**src/include/rv_defines.svh**
```systemverilog
/* core-wide sizing macros: data width, register count and index width, reset address */

`ifndef RV_DEFINES_SVH
`define RV_DEFINES_SVH

// data path and address width
`define RV_XLEN 32

// integer register file
`define RV_REG_COUNT 32
`define RV_REG_AW 5

// first fetch address after reset
`define RV_RESET_PC 32'h8000_0000

`endif

```
**src/rtl/rv_isa_pkg.sv**
```systemverilog
/* instruction encoding types: major opcodes, instruction formats, branch conditions */

package rv_isa_pkg;

    // major opcodes kept by the core, inst[6:0]
    typedef enum logic [6:0] {
        opc_op     = 7'b0110011,  // register-register alu
        opc_op_imm = 7'b0010011,  // register-immediate alu
        opc_lui    = 7'b0110111,
        opc_auipc  = 7'b0010111,
        opc_jal    = 7'b1101111,
        opc_jalr   = 7'b1100111,
        opc_branch = 7'b1100011
    } opcode_e;

    // immediate layout of the instruction
    typedef enum logic [2:0] {
        fmt_r,
        fmt_i,
        fmt_b,
        fmt_u,
        fmt_j,
        fmt_none  // unknown opcode, no immediate
    } inst_fmt_e;

    // branch funct3 codes
    typedef enum logic [2:0] {
        br_beq  = 3'b000,
        br_bne  = 3'b001,
        br_blt  = 3'b100,
        br_bge  = 3'b101,
        br_bltu = 3'b110,
        br_bgeu = 3'b111
    } branch_cond_e;

endpackage

```
**src/rtl/rv_ctrl_pkg.sv**
```systemverilog
/* internal control types: alu operation and write-back source */

package rv_ctrl_pkg;

    typedef enum logic [3:0] {
        alu_add,
        alu_sub,
        alu_sll,
        alu_slt,   // signed compare
        alu_sltu,  // unsigned compare
        alu_xor,
        alu_srl,
        alu_sra,   // sign-filling shift
        alu_or,
        alu_and
    } alu_op_e;

    // what goes to rd at the end of the cycle
    typedef enum logic [1:0] {
        wb_none,  // branches and unknown opcodes
        wb_alu,
        wb_link   // pc + 4 for jal/jalr
    } wb_src_e;

endpackage

```
**src/rtl/inst_decoder.sv**
```systemverilog
/* instruction decoder: field split, format and immediate, alu op and write-back control */
`timescale 1ns/1ns
`include "rv_defines.svh"

module inst_decoder (
    input  logic [`RV_XLEN-1:0]     inst,
    output rv_isa_pkg::opcode_e      opcode,
    output logic [`RV_REG_AW-1:0]   rs1,
    output logic [`RV_REG_AW-1:0]   rs2,
    output logic [`RV_REG_AW-1:0]   rd,
    output logic [`RV_XLEN-1:0]     imm,
    output rv_ctrl_pkg::alu_op_e     alu_op,
    output rv_isa_pkg::branch_cond_e branch_cond,
    output rv_ctrl_pkg::wb_src_e     wb_src
);
    import rv_isa_pkg::*;
    import rv_ctrl_pkg::*;

    logic [2:0] funct3;
    logic [6:0] funct7;
    inst_fmt_e  fmt;

    assign opcode      = opcode_e'(inst[6:0]);  // unkept codes fall to defaults below
    assign rd          = inst[11:7];
    assign funct3      = inst[14:12];
    assign rs1         = inst[19:15];
    assign rs2         = inst[24:20];
    assign funct7      = inst[31:25];
    assign branch_cond = branch_cond_e'(funct3);

    always_comb begin
        case (opcode)
            opc_op:               fmt = fmt_r;
            opc_op_imm, opc_jalr: fmt = fmt_i;
            opc_branch:           fmt = fmt_b;
            opc_lui, opc_auipc:   fmt = fmt_u;
            opc_jal:              fmt = fmt_j;
            default:              fmt = fmt_none;
        endcase
    end

    always_comb begin
        case (fmt)
            fmt_i:   imm = {{20{inst[31]}}, inst[31:20]};
            fmt_b:   imm = {{20{inst[31]}}, inst[7], inst[30:25], inst[11:8], 1'b0};
            fmt_u:   imm = {inst[31:12], 12'b0};  // upper 20 bits, low bits zero
            fmt_j:   imm = {{12{inst[31]}}, inst[19:12], inst[20], inst[30:21], 1'b0};
            default: imm = '0;
        endcase
    end

    // everything that is not op/op_imm uses the adder
    always_comb begin
        alu_op = alu_add;
        if (opcode == opc_op || opcode == opc_op_imm) begin
            case (funct3)
                3'b000:  alu_op = (fmt == fmt_r && funct7[5]) ? alu_sub : alu_add;
                3'b001:  alu_op = alu_sll;
                3'b010:  alu_op = alu_slt;
                3'b011:  alu_op = alu_sltu;
                3'b100:  alu_op = alu_xor;
                3'b101:  alu_op = funct7[5] ? alu_sra : alu_srl;  // also for srai
                3'b110:  alu_op = alu_or;
                default: alu_op = alu_and;
            endcase
        end
    end

    always_comb begin
        case (opcode)
            opc_op, opc_op_imm, opc_lui, opc_auipc: wb_src = wb_alu;
            opc_jal, opc_jalr:                      wb_src = wb_link;
            default:                                wb_src = wb_none;
        endcase
    end

endmodule

```
**src/rtl/reg_file.sv**
```systemverilog
/* integer register file, two async read ports and one write port */
`timescale 1ns/1ns
`include "rv_defines.svh"

module reg_file (
    input  logic                  clk,
    input  logic                  reset,
    input  logic                  we,
    input  logic [`RV_REG_AW-1:0] waddr,
    input  logic [`RV_XLEN-1:0]   wdata,
    input  logic [`RV_REG_AW-1:0] raddr1,
    input  logic [`RV_REG_AW-1:0] raddr2,
    output logic [`RV_XLEN-1:0]   rdata1,
    output logic [`RV_XLEN-1:0]   rdata2
);

    logic [`RV_XLEN-1:0] regs [`RV_REG_COUNT];

    always_ff @(posedge clk) begin
        if (reset) begin
            for (int i = 0; i < `RV_REG_COUNT; i++) begin
                regs[i] <= '0;
            end
        end else if (we && waddr != '0) begin  // x0 never written
            regs[waddr] <= wdata;
        end
    end

    // x0 reads as zero
    assign rdata1 = (raddr1 == '0) ? '0 : regs[raddr1];
    assign rdata2 = (raddr2 == '0) ? '0 : regs[raddr2];

endmodule

```
**src/rtl/alu_exec.sv**
```systemverilog
/* operand selection and the integer alu */
`timescale 1ns/1ns
`include "rv_defines.svh"

module alu_exec (
    input  rv_isa_pkg::opcode_e  opcode,
    input  rv_ctrl_pkg::alu_op_e alu_op,
    input  logic [`RV_XLEN-1:0] pc,
    input  logic [`RV_XLEN-1:0] rs1_data,
    input  logic [`RV_XLEN-1:0] rs2_data,
    input  logic [`RV_XLEN-1:0] imm,
    output logic [`RV_XLEN-1:0] alu_result
);
    import rv_isa_pkg::*;
    import rv_ctrl_pkg::*;

    logic [`RV_XLEN-1:0] op_a;
    logic [`RV_XLEN-1:0] op_b;
    logic [4:0]          shamt;

    always_comb begin
        case (opcode)
            opc_lui:                      op_a = '0;  // result is just the immediate
            opc_auipc, opc_jal, opc_branch: op_a = pc;  // pc-relative targets
            default:                      op_a = rs1_data;
        endcase
    end

    assign op_b  = (opcode == opc_op) ? rs2_data : imm;
    assign shamt = op_b[4:0];

    always_comb begin
        case (alu_op)
            alu_add:  alu_result = op_a + op_b;
            alu_sub:  alu_result = op_a - op_b;
            alu_sll:  alu_result = op_a << shamt;
            alu_slt:  alu_result = {31'b0, $signed(op_a) < $signed(op_b)};
            alu_sltu: alu_result = {31'b0, op_a < op_b};
            alu_xor:  alu_result = op_a ^ op_b;
            alu_srl:  alu_result = op_a >> shamt;
            alu_sra:  alu_result = $unsigned($signed(op_a) >>> shamt);
            alu_or:   alu_result = op_a | op_b;
            alu_and:  alu_result = op_a & op_b;
            default:  alu_result = op_a + op_b;
        endcase
    end

endmodule

```
**src/rtl/branch_resolve.sv**
```systemverilog
/* branch compare, jump decision and redirect target */
`timescale 1ns/1ns
`include "rv_defines.svh"

module branch_resolve (
    input  rv_isa_pkg::opcode_e      opcode,
    input  rv_isa_pkg::branch_cond_e branch_cond,
    input  logic [`RV_XLEN-1:0]     rs1_data,
    input  logic [`RV_XLEN-1:0]     rs2_data,
    input  logic [`RV_XLEN-1:0]     alu_result,
    output logic                    jump_en,
    output logic [`RV_XLEN-1:0]     jump_target
);
    import rv_isa_pkg::*;

    logic cond_true;

    always_comb begin
        case (branch_cond)
            br_beq:  cond_true = (rs1_data == rs2_data);
            br_bne:  cond_true = (rs1_data != rs2_data);
            br_blt:  cond_true = ($signed(rs1_data) < $signed(rs2_data));
            br_bge:  cond_true = ($signed(rs1_data) >= $signed(rs2_data));
            br_bltu: cond_true = (rs1_data < rs2_data);
            br_bgeu: cond_true = (rs1_data >= rs2_data);
            default: cond_true = 1'b0;  // reserved funct3 never branches
        endcase
    end

    // target is the alu sum in every case
    always_comb begin
        jump_en     = 1'b0;
        jump_target = alu_result;
        case (opcode)
            opc_jal: jump_en = 1'b1;
            opc_jalr: begin
                jump_en     = 1'b1;
                jump_target = {alu_result[`RV_XLEN-1:1], 1'b0};  // rs1 + imm, bit 0 cleared
            end
            opc_branch: jump_en = cond_true;
            default: ;
        endcase
    end

endmodule

```
**src/rtl/pc_writeback.sv**
```systemverilog
/* program counter register, next-pc select and write-back data select */
`timescale 1ns/1ns
`include "rv_defines.svh"

module pc_writeback (
    input  logic                  clk,
    input  logic                  reset,
    input  rv_ctrl_pkg::wb_src_e  wb_src,
    input  logic                  jump_en,
    input  logic [`RV_XLEN-1:0]   jump_target,
    input  logic [`RV_XLEN-1:0]   alu_result,
    output logic [`RV_XLEN-1:0]   pc,
    output logic                  wb_en,
    output logic [`RV_XLEN-1:0]   wb_data
);
    import rv_ctrl_pkg::*;

    localparam logic [`RV_XLEN-1:0] pc_step = 4;

    logic [`RV_XLEN-1:0] seq_pc;

    assign seq_pc = pc + pc_step;  // also the link address

    always_ff @(posedge clk) begin
        if (reset) begin
            pc <= `RV_RESET_PC;
        end else if (jump_en) begin
            pc <= jump_target;
        end else begin
            pc <= seq_pc;
        end
    end

    assign wb_data = (wb_src == wb_link) ? seq_pc : alu_result;

    // no retiring write while reset is asserted
    assign wb_en = (wb_src != wb_none) && !reset;

endmodule

```
**src/rtl/rv_core.sv**
```systemverilog
/* single-cycle rv32i core top: decoder, register file, alu, branch unit, pc and write-back */
`timescale 1ns/1ns
`include "rv_defines.svh"

module rv_core (
    input  logic                  clk,
    input  logic                  reset,
    input  logic [`RV_XLEN-1:0]   inst,     // from external instruction memory
    output logic [`RV_XLEN-1:0]   pc,
    output logic                  wb_en,
    output logic [`RV_REG_AW-1:0] wb_rd,
    output logic [`RV_XLEN-1:0]   wb_data
);
    import rv_isa_pkg::*;
    import rv_ctrl_pkg::*;

    opcode_e                opcode;
    alu_op_e                alu_op;
    branch_cond_e           branch_cond;
    wb_src_e                wb_src;
    logic [`RV_REG_AW-1:0]  rs1;
    logic [`RV_REG_AW-1:0]  rs2;
    logic [`RV_REG_AW-1:0]  rd;
    logic [`RV_XLEN-1:0]    imm;
    logic [`RV_XLEN-1:0]    rs1_data;
    logic [`RV_XLEN-1:0]    rs2_data;
    logic [`RV_XLEN-1:0]    alu_result;
    logic                   jump_en;
    logic [`RV_XLEN-1:0]    jump_target;

    assign wb_rd = rd;

    inst_decoder u_dec (
        .inst(inst), .opcode(opcode), .rs1(rs1), .rs2(rs2), .rd(rd), .imm(imm),
        .alu_op(alu_op), .branch_cond(branch_cond), .wb_src(wb_src)
    );

    reg_file u_rf (
        .clk(clk), .reset(reset), .we(wb_en), .waddr(rd), .wdata(wb_data),
        .raddr1(rs1), .raddr2(rs2), .rdata1(rs1_data), .rdata2(rs2_data)
    );

    alu_exec u_alu (
        .opcode(opcode), .alu_op(alu_op), .pc(pc), .rs1_data(rs1_data),
        .rs2_data(rs2_data), .imm(imm), .alu_result(alu_result)
    );

    branch_resolve u_br (
        .opcode(opcode), .branch_cond(branch_cond), .rs1_data(rs1_data),
        .rs2_data(rs2_data), .alu_result(alu_result),
        .jump_en(jump_en), .jump_target(jump_target)
    );

    pc_writeback u_pcwb (
        .clk(clk), .reset(reset), .wb_src(wb_src), .jump_en(jump_en),
        .jump_target(jump_target), .alu_result(alu_result),
        .pc(pc), .wb_en(wb_en), .wb_data(wb_data)
    );

endmodule

```
**config.mk**
```make
export PLATFORM = sky130hd
export DESIGN_NAME = rv_core
export DESIGN_NICKNAME = d
export VERILOG_FILES = /design/src/rtl/rv_isa_pkg.sv /design/src/rtl/rv_ctrl_pkg.sv /design/src/rtl/inst_decoder.sv /design/src/rtl/reg_file.sv /design/src/rtl/alu_exec.sv /design/src/rtl/branch_resolve.sv /design/src/rtl/pc_writeback.sv /design/src/rtl/rv_core.sv
export VERILOG_INCLUDE_DIRS = /design/src /design/src/include
export SDC_FILE = /design/constraint.sdc
export NUM_CORES = 2
export LEC_CHECK = 0
export ABC_CLOCK_PERIOD_IN_PS = 9950
export BUFFER_PORTS_ARGS = -buffer_cell sky130_fd_sc_hd__buf_2
export CAP_MARGIN = 10
export CORE_MARGIN = 2
export CORE_UTILIZATION = 45
export DETAILED_ROUTE_END_ITERATION = 8
export SLEW_MARGIN = 10
export SYNTH_ARGS = -nofsm -noshare
export SYNTH_HDL_FRONTEND = slang
export SYNTH_SLANG_ARGS = --single-unit
```
**constraint.sdc**
```tcl
create_clock -name clk -period 9.95 [get_ports clk]
set_clock_uncertainty 0.15 [all_clocks]
set_input_delay 1.4925 -clock clk [delete_from_list [all_inputs] [get_ports clk]]
set_output_delay 1.4925 -clock clk [all_outputs]
set_load 0.05 [all_outputs]
```
## Word-level counts from Yosys, hierarchy flattened

Memories as Yosys holds them, arrays and structs flattened.
Cells that the tools add are included.

- Output and inout bits: 70
- Logic and storage cells: 89
- Flip-flop bits (word level): 32
- Bits in writable memories: 1024
- Memories kept: 1
- Input bits: 34

- $add $sub $neg: 3
- Equal/unequal tests: 30
- Shifts and indexed selects: 3
- Reductions and logical operators: 17
- Bitwise logic cells: 3
- Multiplexer cells: 25
- $lt $le $gt $ge: 6

Memory list:

| memory | depth | width | read ports | clocked after memory_dff | write ports | line | source |
|---|---|---|---|---|---|---|---|
| u_rf.regs | 32 | 32 | 2 | 0 | 32 | reg_file.sv:17 | `` logic [`RV_XLEN-1:0] regs [`RV_REG_COUNT]; `` |

Operators by type and width:

| operator | number |
|---|---|
| $pmux W32 S9 | 1 |
| $mux W32 | 6 |
| $lt A32 B32 Y1 | 4 |
| $pmux W32 S4 | 1 |
| $ge A32 B32 Y1 | 2 |
| $pmux W32 S2 | 1 |
| $add A32 B3 Y32 const B | 1 |
| $add A32 B32 Y32 | 1 |
| $and A32 B32 Y32 | 1 |
| $eq A32 B32 Y1 | 1 |
| $ne A32 B32 Y1 | 1 |
| $or A32 B32 Y32 | 1 |
| $reduce_or A32 Y1 | 1 |
| $shl A32 B5 Y32 | 1 |
| $shr A32 B5 Y32 | 1 |
| $sshr A32 B5 Y32 | 1 |
| $sub A32 B32 Y32 | 1 |
| $xor A32 B32 Y32 | 1 |
| $pmux W4 S7 | 1 |
| $eq A7 B7 Y1 const B | 3 |
| $eq A4 B3 Y1 const B | 4 |
| $eq A3 B3 Y1 const B | 5 |
| $pmux W3 S5 | 1 |
| $eq A7 B5 Y1 const B | 2 |
| 23 further kinds | 44 |

## Depth between registers and ports, before layout

- Word-level depth: 12
- Depth in mapped cells: 29
- Depth with buffers taken out: 21

## Modules after synthesis

From an unflattened synthesis, not the netlist that was laid out.

- Cells, all modules: 5688
- Area, all modules: 68811.0 sq um

By module, submodules not included:

| module | instances | cells each | area each (sq um) |
|---|---|---|---|
| reg_file | 1 | 3502 | 54253.3 |
| alu_exec | 1 | 1608 | 10453.8 |
| pc_writeback | 1 | 293 | 2154.6 |
| branch_resolve | 1 | 170 | 1194.9 |
| inst_decoder | 1 | 115 | 754.5 |

## Worst setup path after synthesis

Ideal clock, no wire load.

- Kind: in2out
- Start point: input port inst[20]
- End point: output port wb_data[31]
- Stages on the path: 27
- Data required time: 8.307 ns
- Setup slack: 0.007 ns
- Data arrival time: 8.300 ns
- Cell sequence: buf_4 -> buf_6 -> buf_6 -> buf_4 -> buf_4 -> buf_1 -> clkbuf_1 -> mux4_2 -> mux4_2 -> mux2i_1 -> nor2_1 -> a22o_1 -> ha_1 -> clkbuf_1 -> o21a_1 -> o21ai_0 -> a311oi_1 -> a31oi_1 -> o31ai_1 -> a21o_1 -> o21ai_0 -> mux2i_1 -> and3_1 -> and3_1 -> clkbuf_1 -> buf_2 -> nor2_1

- Cells in the longest elaborated chain, start to end: 6
- Elaborated cells on any way between the ends: 15
- Classes of those cells: add/sub (2); shift (3); mux (5); bitwise (3); reduce/logical (1); memory (1)

RTL lines:

| what | line | source |
|---|---|---|
| start: declaration | rv_core.sv:8 | `` input logic [`RV_XLEN-1:0] inst, `` |
| $mem_v2 Z32 W32 or $logic_not A5 Y1 (tied branches) | - |  |
| $mux W32 | reg_file.sv:31 | `assign rdata2 = (raddr2 == '0) ? '0 : regs[raddr2];` |
| $mux W32 * | alu_exec.sv:29 | `assign op_b = (opcode == opc_op) ? rs2_data : imm;` |
| $add A32 B32 Y32 (tied with other cells) | alu_exec.sv:34, alu_exec.sv:44 |  |
| $pmux W32 S9 * | alu_exec.sv:33 | `case (alu_op)` |
| $mux W32 * | pc_writeback.sv:34 | `assign wb_data = (wb_src == wb_link) ? seq_pc : alu_result;` |
| end: declaration | rv_core.sv:12 | `` output logic [`RV_XLEN-1:0] wb_data `` |

Every way passes the cells marked *; elsewhere a longest branch is shown, timed or not.

## Worst setup path in the final report

- Start point: input port inst[18]
- End point: output port wb_data[23]

- Cells in the longest elaborated chain, start to end: 6
- Elaborated cells on any way between the ends: 16
- Classes of those cells: add/sub (2); shift (3); mux (6); bitwise (3); reduce/logical (1); memory (1)

RTL lines:

| what | line | source |
|---|---|---|
| $mem_v2 Z32 W32 or $logic_not A5 Y1 (tied branches) | - |  |
| $mux W32 | reg_file.sv:30 | `assign rdata1 = (raddr1 == '0) ? '0 : regs[raddr1];` |
| $pmux W32 S2 | alu_exec.sv:22 | `case (opcode)` |
| $add A32 B32 Y32 (tied with other cells) | alu_exec.sv:34, alu_exec.sv:44 |  |
| $pmux W32 S9 * | alu_exec.sv:33 |  |
| $mux W32 * | pc_writeback.sv:34 |  |

Marks and branches as above.

==> run_results.csv <==
group,metric,value,unit
sta,final.min_clock_period,9.72,ns
cells_and_area,drive_gt1_share,18.9,%
critical_path,end_kind,"primary output",
route,via_per_inst,6.90,
route,antenna_left,0,
yosys,synth_ff_type,"edfxtp_1",
sta,drv_slew,0,
worst_hold_path,worstHoldPathType,"register to register",
floorplanning,ios,104,
critical_path,crit_fanout,13,
clocking,htree_levels,3,
critical_path,cp.arrival,8.08,ns
yosys,synth-seq-cells,1056,
power_and_ir_drop,powerDensity,164,nW/µm²
power_and_ir_drop,p_leak,28.8,nW
job,cap_violations,0,
outcome,status,"finished, final reports clean",
route,num_vias,54500,
sta,finalCritPeriodShare,97.7,%
route,routedWlPerCell,37.2,µm
floorplanning,row_count,140,
clocking,clock_latency,0.77,ns
sta,timing.hold.ws,0.464,ns
clocking,path_clk_slew,0.06,ns
global_routing,grt_pass1_wl,406000,µm
sta,grt_setup_unrepaired,"false",
route,drt_iter0_markers,7996,
global_routing,grtUsageMet2,59.0,%
yosys,synth_cell_types,104,
global_routing,grt_pass1_vias,52800,
floorplanning,core_area,146000,µm²
floorplanning,die_area,150000,µm²
floorplanning,die_height,387,µm
place,port_buffers,103,
sta,fmax,103,MHz
route,drc,0,
sta,worstMarginPinSlew,1.34,ns
critical_path,cp-start-kind,"input pin",
clocking,cts.sink_count,1056,
yosys,ys_async_sr_fraction,0,%
place,dp_hpwl,191000,µm
global_routing,grtUsageMet1,47.0,%
floorplanning,die_w,387,µm
worst_hold_path,hold_path_depth,2,
sta,final-setup-viol-count,0,
clocking,clk_path_buf_depth,3,
clocking,cts_root_buf,"clkbuf_16",
critical_path,crit_type,"input pin to primary output",
route,wl,294000,µm
clocking,cts_tree,"built",
yosys,yosys_warnings,0,
power_and_ir_drop,peakVddDrop,0.137,mV
clocking,cts_buffers,112,
yosys,syn_avg_cell_area,11.3,µm²
floorplanning,initial_core_util,45.3,%
yosys,synth_cells,5838,
global_routing,grt_util_all_layers,38.2,%
cells_and_area,fin_nets,6042,
clocking,cts_hold_buf,0,
sta,finalSetupTns,0,ns
global_routing,use_met3,10.4,%
global_routing,grt.busiest_layer,"met2",
global_routing,grt.overflow.total,0,
yosys,yosysSeqAreaShare,47.6,%
yosys,synth_edf_count,1024,
critical_path,rr_worst_depth,19,
place,gp_congestion,1.02,
global_routing,antenna_found_initial,14,
sta,relSlewSlack,10.0,%
sta,finalHoldViolCount,0,
global_routing,grt_start_max_net_pins,99,
cells_and_area,areaGrowthSynthToFinish,11.7,%
yosys,syn-cell-area,66000,µm²
critical_path,required,8.31,ns
route,dr.pass1.iters,8,
[registers in the layout, indices dropped and copies added, names as in the netlist]
name,flops
u_rf.regs,1024
u_pcwb.pc,32
[metrics by stage]
| step | utilization, % | total power [mW] | instances | worst slack [ns] | cell area, µm² |
|---|---|---|---|---|---|
| detailed placement | 48.1 | 7.83 | 7675 | 0.259 | 70000 |
| finish | 50.7 | 12.1 | 7898 | 0.229 | 73700 |
| global placement | 48.1 | 7.82 | 7675 | 0.233 | 70000 |
| CTS | 50.6 | 12.0 | 7885 | 0.237 | 73700 |
| global route | 50.6 | 12.3 | 7890 | 0.000573 | 73700 |
| floorplan | - | 6.77 | 5869 | 0.00750 | 66100 |
[cells in the final DEF (no fill, tap or decap), types with 15 or more instances in the layout]
| cell | instances |
|---|---|
| a221oi_1 | 16 |
| ha_1 | 130 |
| clkinv_2 | 16 |
| a31oi_1 | 16 |
| clkbuf_16 | 114 |
| a21oi_1 | 290 |
| buf_12 | 32 |
| o211ai_1 | 25 |
| nand2_1 | 195 |
| conb_1 | 32 |
| a211oi_1 | 29 |
| a22oi_1 | 330 |
| dfxtp_1 | 32 |
| edfxtp_1 | 1024 |
| o21ai_0 | 107 |
| buf_2 | 96 |
| mux2i_1 | 718 |
| clkbuf_1 | 33 |
| buf_4 | 325 |
| nor3_2 | 22 |
| nor4_1 | 37 |
| mux4_2 | 291 |
| o22ai_1 | 15 |
| inv_1 | 132 |
| xnor2_1 | 47 |
| mux2_2 | 37 |
| nor2b_1 | 48 |
| nand2b_1 | 17 |
| nor3_1 | 250 |
| a21o_1 | 27 |
| o31ai_1 | 15 |
| nand3_1 | 46 |
| clkinv_1 | 23 |
| a22o_1 | 21 |
| nor2_1 | 973 |
| nand2_2 | 53 |
[per-layer routing]
| layer | share of wire [%] | wire length [µm] |
|---|---|---|
| met5 | 0.018 | 53 |
| met4 | 7.5 | 22100 |
| met3 | 12 | 35500 |
| met2 | 45 | 132000 |
| met1 | 35 | 104000 |
[worst max-delay path, stage by stage]
cell	delay, ns
buf_2	0.21
nand2b_2	0.69
buf_4	0.42
a21oi_1	0.11
nor4_1	1.13
a22oi_1	0.15
buf_4	0.25
inv_1	0.08
ha_1	0.24
inv_1	0.10
a21oi_1	0.25
o311ai_0	0.26
a21o_1	0.25
a21oi_1	0.28
o31ai_1	0.14
buf_4	0.19
a21o_1	0.22
a221o_1	0.35
nand2_1	0.14
o2111a_1	0.36
mux2_2	0.44
inv_1	0.07
buf_2	0.22
[worst paths after layout]
check / slack, ns / end / start
max reg2reg: 3.08 / u_rf.regs[23][31] / u_rf.regs[23][5]
max: 0.23 / wb_data[23] / inst[18]
min reg2reg: 0.46 / u_pcwb.pc[1] / u_pcwb.pc[1]
min: 0.46 / u_pcwb.pc[1] / u_pcwb.pc[1]
[power by group]
part / total (mW) / switching (mW) / internal [mW]
logic: 2.71 / 1.86 / 0.851
registers: 5.12 / 0.0935 / 5.02
clock network: 4.24 / 1.87 / 2.37
total: 12.1 / 3.82 / 8.24
[cells by family (layout without fill, tap and decap cells)]
logic type                 count (synthesis)  count (layout)  synth area share (%)
xor gates and xnor gates                  59              59                 0.783
buffers and inverters                    705             808                  4.73
other                                      1              41               0.00568
AOI/OAI and AO/OA                       1068            1068                  11.1
DFF                                     1056            1056                  47.6
adders and majority gates                132             132                  2.53
muxes                                   1050            1050                  21.5
and+or+nand+nor                         1767            1767                  11.8
[synthesized netlist by cell type (47+ instances only)]
library cell / instances / share of area [%]
a22oi_1: 331 / 3.8
nand3_1: 58 / 0.44
buf_2: 160 / 1.2
nand2_1: 247 / 1.4
xnor2_1: 47 / 0.62
nor2b_1: 50 / 0.47
nor2_1: 985 / 5.6
inv_1: 132 / 0.75
mux4_2: 291 / 9.9
clkbuf_1: 302 / 1.7
ha_1: 130 / 2.5
edfxtp_1: 1024 / 47
o21ai_0: 107 / 0.81
a21oi_1: 293 / 2.2
mux2i_1: 720 / 11
nor3_1: 251 / 1.9
[repair_timing]
item | CTS | global route
resized for setup | 0 | 1
setup buffers | 0 | 3
endpoints found under the setup margin | 0 | 3
hold endpoints to repair | 0 | 0
[area by class of cell]
cell class                      instances  area, µm²
Antenna cell                            9       22.5
Clock buffer                          147       2980
Clock inverter                         63        649
Fill cell                           12800      71800
Inverter                              142        536
Multi-Input combinational cell       4108      32200
Sequential cell                      1056      31400
Tap cell                             1917       2400
Timing Repair Buffer                  456       3610
Note: power is estimated with default switching activity, not from simulation.
